--- src/common/mbox_defs.svh ---
`ifndef MBOX_DEFS_SVH
`define MBOX_DEFS_SVH

// Mailbox memory geometry
`define MBOX_DEPTH 64

// Word address into the mailbox, log2 of the depth
`define MBOX_ADDR_W 6

// One mailbox word
`define MBOX_DATA_W 32

// Requester identity carried with every command
`define MBOX_USER_W 8

`endif
--- src/common/mbox_pkg.sv ---
`default_nettype none

`include "mbox_defs.svh"

package mbox_pkg;

    // Command opcodes
    typedef enum logic [1:0] {
        LOCK   = 2'd0,
        UNLOCK = 2'd1,
        WRITE  = 2'd2,
        READ   = 2'd3
    } mbox_op_e;

    // Completion status, BAD_CMD is reserved
    typedef enum logic [1:0] {
        OK        = 2'd0,
        BUSY      = 2'd1,
        NOT_OWNER = 2'd2,
        BAD_CMD   = 2'd3
    } mbox_status_e;

    // Command word from the requester
    typedef struct packed {
        mbox_op_e                op;
        logic [`MBOX_USER_W-1:0] user;
        logic [`MBOX_ADDR_W-1:0] addr;
        logic [`MBOX_DATA_W-1:0] data;
    } mbox_req_t;

    // Decoded command held between decode and execute
    typedef struct packed {
        mbox_op_e                op;
        logic [`MBOX_USER_W-1:0] user;
        logic [`MBOX_ADDR_W-1:0] addr;
        logic [`MBOX_DATA_W-1:0] data;
    } mbox_stage_t;

    // Lock state after the command, packed into one data word
    typedef struct packed {
        logic [`MBOX_DATA_W-`MBOX_USER_W-4:0] pad;
        mbox_status_e                         status;
        logic                                 lock_held;
        logic [`MBOX_USER_W-1:0]              owner;
    } mbox_stat_t;

    // Read data for an owner READ, status record otherwise
    typedef union packed {
        logic [`MBOX_DATA_W-1:0] rd_data;
        mbox_stat_t              stat;
    } mbox_rsp_payload_u;

    typedef struct packed {
        mbox_op_e                op;
        logic [`MBOX_USER_W-1:0] user;
        logic                    is_data;
        mbox_rsp_payload_u       payload;
    } mbox_rsp_t;

endpackage

`default_nettype wire

--- src/design/mbox_top.sv ---
`timescale 1ns/1ns
`default_nettype none

module mbox_top
    import mbox_pkg::*;
(
    input  logic       clk,
    input  logic       reset,

    input  logic       req_valid,
    output logic       req_ready,
    input  mbox_req_t  req,

    output logic       rsp_valid,
    input  logic       rsp_ready,
    output mbox_rsp_t  rsp,

    output logic [7:0] err_count
);

    logic        dec_valid;
    logic        dec_ready;
    mbox_stage_t dec;

    logic        exe_valid;
    logic        exe_ready;
    mbox_rsp_t   exe;

    mbox_decode u_decode (
        .clk       (clk),
        .reset     (reset),
        .req_valid (req_valid),
        .req_ready (req_ready),
        .req       (req),
        .dec_valid (dec_valid),
        .dec_ready (dec_ready),
        .dec       (dec)
    );

    // Lock state and mailbox memory live here
    mbox_execute u_execute (
        .clk       (clk),
        .reset     (reset),
        .dec_valid (dec_valid),
        .dec_ready (dec_ready),
        .dec       (dec),
        .exe_valid (exe_valid),
        .exe_ready (exe_ready),
        .exe       (exe)
    );

    mbox_result u_result (
        .clk       (clk),
        .reset     (reset),
        .exe_valid (exe_valid),
        .exe_ready (exe_ready),
        .exe       (exe),
        .rsp_valid (rsp_valid),
        .rsp_ready (rsp_ready),
        .rsp       (rsp),
        .err_count (err_count)
    );

endmodule

`default_nettype wire

--- src/design/mbox_result.sv ---
`timescale 1ns/1ns
`default_nettype none

module mbox_result
    import mbox_pkg::*;
(
    input  logic       clk,
    input  logic       reset,

    // From execute
    input  logic       exe_valid,
    output logic       exe_ready,
    input  mbox_rsp_t  exe,

    // Response port
    output logic       rsp_valid,
    input  logic       rsp_ready,
    output mbox_rsp_t  rsp,

    output logic [7:0] err_count
);

    logic exe_fire;
    logic is_err;

    assign exe_ready = !rsp_valid || rsp_ready;
    assign exe_fire  = exe_valid && exe_ready;

    // Status view is only meaningful without read data
    assign is_err = !exe.is_data &&
                    ((exe.payload.stat.status == BUSY) ||
                     (exe.payload.stat.status == NOT_OWNER));

    always_ff @(posedge clk)
    begin
        if (reset)
            rsp_valid <= 1'b0;
        else if (exe_fire)
            rsp_valid <= 1'b1;
        else if (rsp_ready)
            rsp_valid <= 1'b0;
    end

    // Held stable until the requester takes it
    always_ff @(posedge clk)
    begin
        if (exe_fire)
            rsp <= exe;
    end

    // Saturating count of rejected commands
    always_ff @(posedge clk)
    begin
        if (reset)
        begin
            err_count <= '0;
        end
        else if (exe_fire && is_err && (err_count != 8'hff))
        begin
            err_count <= err_count + 8'd1;
        end
    end

endmodule

`default_nettype wire

--- src/design/mbox_execute.sv ---
`timescale 1ns/1ns
`default_nettype none

`include "mbox_defs.svh"

module mbox_execute
    import mbox_pkg::*;
(
    input  logic        clk,
    input  logic        reset,

    // From decode
    input  logic        dec_valid,
    output logic        dec_ready,
    input  mbox_stage_t dec,

    // To result
    output logic        exe_valid,
    input  logic        exe_ready,
    output mbox_rsp_t   exe
);

    logic [`MBOX_DATA_W-1:0] mem [`MBOX_DEPTH];

    logic                    lock_held;
    logic [`MBOX_USER_W-1:0] owner;

    logic                    dec_fire;
    logic                    is_owner;
    logic                    nxt_held;
    logic [`MBOX_USER_W-1:0] nxt_owner;
    mbox_status_e            status;
    logic                    do_write;
    mbox_rsp_t               rsp_next;

    assign dec_ready = !exe_valid || exe_ready;
    assign dec_fire  = dec_valid && dec_ready;

    assign is_owner = lock_held && (owner == dec.user);

    // Lock rules
    always_comb
    begin
        nxt_held  = lock_held;
        nxt_owner = owner;
        status    = OK;
        do_write  = 1'b0;
        unique case (dec.op)
            LOCK:
            begin
                // Re-locking by the owner is harmless
                if (!lock_held || is_owner)
                begin
                    nxt_held  = 1'b1;
                    nxt_owner = dec.user;
                end
                else
                begin
                    status = BUSY;
                end
            end
            UNLOCK:
            begin
                if (is_owner)
                begin
                    nxt_held  = 1'b0;
                    nxt_owner = '0;
                end
                else
                begin
                    status = NOT_OWNER;
                end
            end
            WRITE:
            begin
                if (is_owner)
                    do_write = 1'b1;
                else
                    status = NOT_OWNER;
            end
            READ:
            begin
                if (!is_owner)
                    status = NOT_OWNER;
            end
        endcase
    end

    // Response word for the item entering the stage
    always_comb
    begin
        rsp_next.op      = dec.op;
        rsp_next.user    = dec.user;
        rsp_next.is_data = (dec.op == READ) && is_owner;
        if (rsp_next.is_data)
        begin
            rsp_next.payload.rd_data = mem[dec.addr];
        end
        else
        begin
            rsp_next.payload.stat.pad       = '0;
            rsp_next.payload.stat.status    = status;
            rsp_next.payload.stat.lock_held = nxt_held;
            rsp_next.payload.stat.owner     = nxt_owner;
        end
    end

    // State moves only when an item enters
    always_ff @(posedge clk)
    begin
        if (reset)
        begin
            lock_held <= 1'b0;
            owner     <= '0;
        end
        else if (dec_fire)
        begin
            lock_held <= nxt_held;
            owner     <= nxt_owner;
        end
    end

    always_ff @(posedge clk)
    begin
        if (dec_fire && do_write)
            mem[dec.addr] <= dec.data;
    end

    always_ff @(posedge clk)
    begin
        if (reset)
            exe_valid <= 1'b0;
        else if (dec_fire)
            exe_valid <= 1'b1;
        else if (exe_ready)
            exe_valid <= 1'b0;
    end

    always_ff @(posedge clk)
    begin
        if (dec_fire)
            exe <= rsp_next;
    end

endmodule

`default_nettype wire

--- src/design/mbox_decode.sv ---
`timescale 1ns/1ns
`default_nettype none

module mbox_decode
    import mbox_pkg::*;
(
    input  logic        clk,
    input  logic        reset,

    // Request port
    input  logic        req_valid,
    output logic        req_ready,
    input  mbox_req_t   req,

    // To execute
    output logic        dec_valid,
    input  logic        dec_ready,
    output mbox_stage_t dec
);

    logic req_fire;
    logic is_mem;

    // Slot frees up when empty or when its item moves on this edge
    assign req_ready = !dec_valid || dec_ready;
    assign req_fire  = req_valid && req_ready;

    // Memory access commands carry addr and data
    assign is_mem = (req.op == WRITE) || (req.op == READ);

    always_ff @(posedge clk)
    begin
        if (reset)
        begin
            dec_valid <= 1'b0;
        end
        else if (req_fire)
        begin
            dec_valid <= 1'b1;
        end
        else if (dec_ready)
        begin
            dec_valid <= 1'b0;
        end
    end

    // Control commands get a clean payload
    always_ff @(posedge clk)
    begin
        if (req_fire)
        begin
            dec.op   <= req.op;
            dec.user <= req.user;
            if (is_mem)
            begin
                dec.addr <= req.addr;
                dec.data <= req.data;
            end
            else
            begin
                dec.addr <= '0;
                dec.data <= '0;
            end
        end
    end

endmodule

`default_nettype wire

--- config.mk ---
export PLATFORM = sky130hd
export DESIGN_NAME = mbox_top
export DESIGN_NICKNAME = d
export VERILOG_FILES = /design/src/common/mbox_pkg.sv /design/src/design/mbox_top.sv /design/src/design/mbox_result.sv /design/src/design/mbox_execute.sv /design/src/design/mbox_decode.sv
export VERILOG_INCLUDE_DIRS = /design/src /design/src/common
export SDC_FILE = /design/constraint.sdc
export NUM_CORES = 2
export LEC_CHECK = 0
export BUFFER_PORTS_ARGS = -buffer_cell sky130_fd_sc_hd__buf_2
export CAP_MARGIN = 20
export CORE_MARGIN = 5
export CORE_UTILIZATION = 67
export DETAILED_ROUTE_END_ITERATION = 10
export HOLD_SLACK_MARGIN = 0.15
export PLACE_DENSITY_LB_ADDON = 0.25
export RECOVER_POWER = 25
export SLEW_MARGIN = 20
export SYNTH_ARGS = -nofsm -noshare
export SYNTH_HDL_FRONTEND = slang
export SYNTH_SLANG_ARGS = --single-unit
export TNS_END_PERCENT = 1
--- constraint.sdc ---
create_clock -name clk -period 9.93 [get_ports clk]
set_clock_uncertainty 0.05 [all_clocks]
set_input_delay 1.986 -clock clk [delete_from_list [all_inputs] [get_ports clk]]
set_output_delay 1.986 -clock clk [all_outputs]
set_load 0.05 [all_outputs]
==> metrics.cfg <==
[cts]
htreeDepth = 4
clock_latency_ns = 0.83
cts-buffers-inserted = 203
cts_root_buf = clkbuf_16
clk_pin_slew_ns = 0.06
cts_setup_buffers = 0
postCtsResizedCells = 0
clock-sinks = 2208
cts.hold.buffers_added = 0
cts_tree = yes
clk_path_buf_depth = 3

[power]
clockPowerShare_pct = 39.2
vdd_ir_drop_max_uv = 198.9
power_mw = 19.62
p_int_mw = 15.15
swShare_pct = 22.80
p_leak_nw = 29.09
pwr_density_cell_nw_per_um2 = 209.4
p_switching_mw = 4.475
seqPwrFrac_pct = 53.2
comb_power_share_pct = 7.6

[worst_setup_path]
path_class = primary input to output pin
worstPathRequired_ns = 7.89
critPathSlowestCell = and2_1
crit_path_start = rsp_ready
path_cells = buf_2 -> nor2b_1 -> and2_1 -> nand2_1 -> buf_2
cp_common_cell = buf_2
worstPathArrival_ns = 2.99
path_buf_inv = 2
startpoint_type = primary input
ff2ff_setup_slack_ns = 5.07
cp_slowest_stage_delay_ns = 0.34
end_kind = output pin
critical-path-top-delay-family = simple AND/OR/NAND/NOR gates
path_max_fanout = 5

[routing]
wl_per_cell_um = 39.69
dr.pass1.iters = 8
drt-vias-per-instance = 7.540
ant_nets = 0
drc = 0
vias = 44090
wl_mm = 232.1
drt_iter0_drc = 7976

[place]
placed_cells = 5443
detailed_place_hpwl_mm = 122.8
place_congestion = 0.9084
io_buffer_count = 104
dp_slack_ns = 4.074
placed_area_um2 = 86880

[min_path]
min-delay-start = u_execute.exe[26]
hold_path_class = flop to flop

[yosys]
syn_avg_cell_area_um2 = 22.06
ys_top_cells_by_area = edfxtp_1 78%, mux4_2 13%, mux2i_1 1.2%, a22oi_1 1.2%, dfxtp_1 0.62%
synth_nets = 3854
ys_seq_area_share_pct = 78.75
synth_cell_type_count = 61
yosys_warnings = 0
async_flop_share_pct = 0
synth_area_um2 = 83860
syn_inst = 3801
synthTopCellsByCount = 2182 x edfxtp_1, 479 x mux4_2, 136 x nor2_1, 130 x a22oi_1, 102 x mux2i_1
synthFlopType = edfxtp_1
synth_edf_count = 2182
ys_ff_latch = 2208
post-synth-top-area-fraction_pct = 78.13
synth_area_leader_cell = edfxtp_1
synthMostInstantiatedCell = edfxtp_1

[run_status]
violations = capacitance limit, slew limit
status = finished with violations

[timing]
setup_viol = 0
min_period_ns = 5.025
setup_tns_ns = 0
hold_viol_final = 0
fmax_mhz = 199.0
slew_violations = 1755
relSlewSlack_pct = -167.1
worst_pin_slew_ns = 4.006
finalCritPeriodShare_pct = 50.60
fin_ws_ns = 4.905
rsz0062_at_grt = no

[finish]
stdcell_count = 5848
fillCellCount = 6203
design_area_um2 = 93730
drive_above_1_share_pct = 24.99
nets = 4085
syn_to_final_growth_pct = 11.76

[die]
coreArea_um2 = 124000
rows = 129
die_h_um = 363.8
ios = 105
start_util_pct = 67.65
die_x_um = 363.8
dieArea_um2 = 132300

[grt]
antenna_found_initial = 10
grt_pass1_vias = 42850
grt_max_degree = 126
grt_pass1_wl_mm = 323.2
grt.total_usage_pct = 35.21
gr-total-overflow = 0

[flow_run]
maxCapViolCount = 27

## layout by cell type, fill, tap and decap left out, types with 48 or more instances in the layout
master	n
clkbuf_1	81
clkinv_1	63
nand2_1	91
clkbuf_16	211
buf_4	70
edfxtp_1	2182
mux4_2	479
nor2_4	67
and2_1	48
buf_2	104
mux2i_1	102
nor2_1	68
a22oi_1	130
## final cells by class
cell class	count	area [um2]	area share, %
Sequential cell	2208	66060	70.48
Tap cell	1637	2048	2.185
Clock buffer	265	5483	5.850
Clock inverter	118	968.4	1.033
Timing Repair Buffer	235	1903	2.030
Inverter	9	35.03	0.03738
Multi-Input combinational cell	1375	17230	18.38
Antenna cell	1	2.502	0.002670
## routing by layer
layer	share of wire, %	vias up	GRT usage (%)
met3	14	670	10.25
met5	0.013	-	0
met1	33	22550	49.18
li1	-	16520	-
met2	46	4347	52.35
met4	6.3	4	17.74
## path summary, 6_finish.rpt
check             cells past startpoint           endpoint
setup / recovery                      5          req_ready
hold / removal                        0   u_result.rsp[26]
setup reg to reg                      7  u_execute.exe[22]
hold reg to reg                       0   u_result.rsp[26]
## power by group through the flow
stage	Combinational [mW]	Clock [mW]	Sequential, mW
global route	1.53	8.15	10.4
global placement	1.41	0	10.6
finish	1.49	7.69	10.4
CTS	1.46	7.71	10.4
floorplan	0.784	0	10.7
detailed placement	1.43	0	10.6
## per-stage QoR
stage                     util [%]  hold WS, ns
after global placement       69.97       0.3522
after detailed placement     70.09       0.3545
after floorplan                  -       0.3503
after global routing         75.61       0.3792
final                        75.61       0.3689
after CTS                    75.29       0.3647
## cells by family (layout without fill, tap and decap cells)
family	Yosys count	count (layout)	share of synthesized area, %
adder cells (fa/ha/maj)	1	1	0.01492
other	0	1	0
AND/OR/NAND/NOR	390	390	2.208
AO/OA/AOI/OAI	377	377	3.305
buffers and inverters	218	627	1.338
XOR/XNOR	16	16	0.1671
flip-flops	2208	2208	78.75
multiplexers	591	591	14.22
## sequential cells by signal, summed over array words and instances, names as in the netlist, named ones only
register and cells:
u_decode.dec 48, u_decode.dec_valid 1, u_execute.exe 43, u_execute.exe_valid 1, u_execute.lock_held 1, u_execute.mem 2048, u_execute.owner 8, u_result.err_count 8
u_result.rsp 43, u_result.rsp_valid 1
Power figures use the tool's default switching activity.
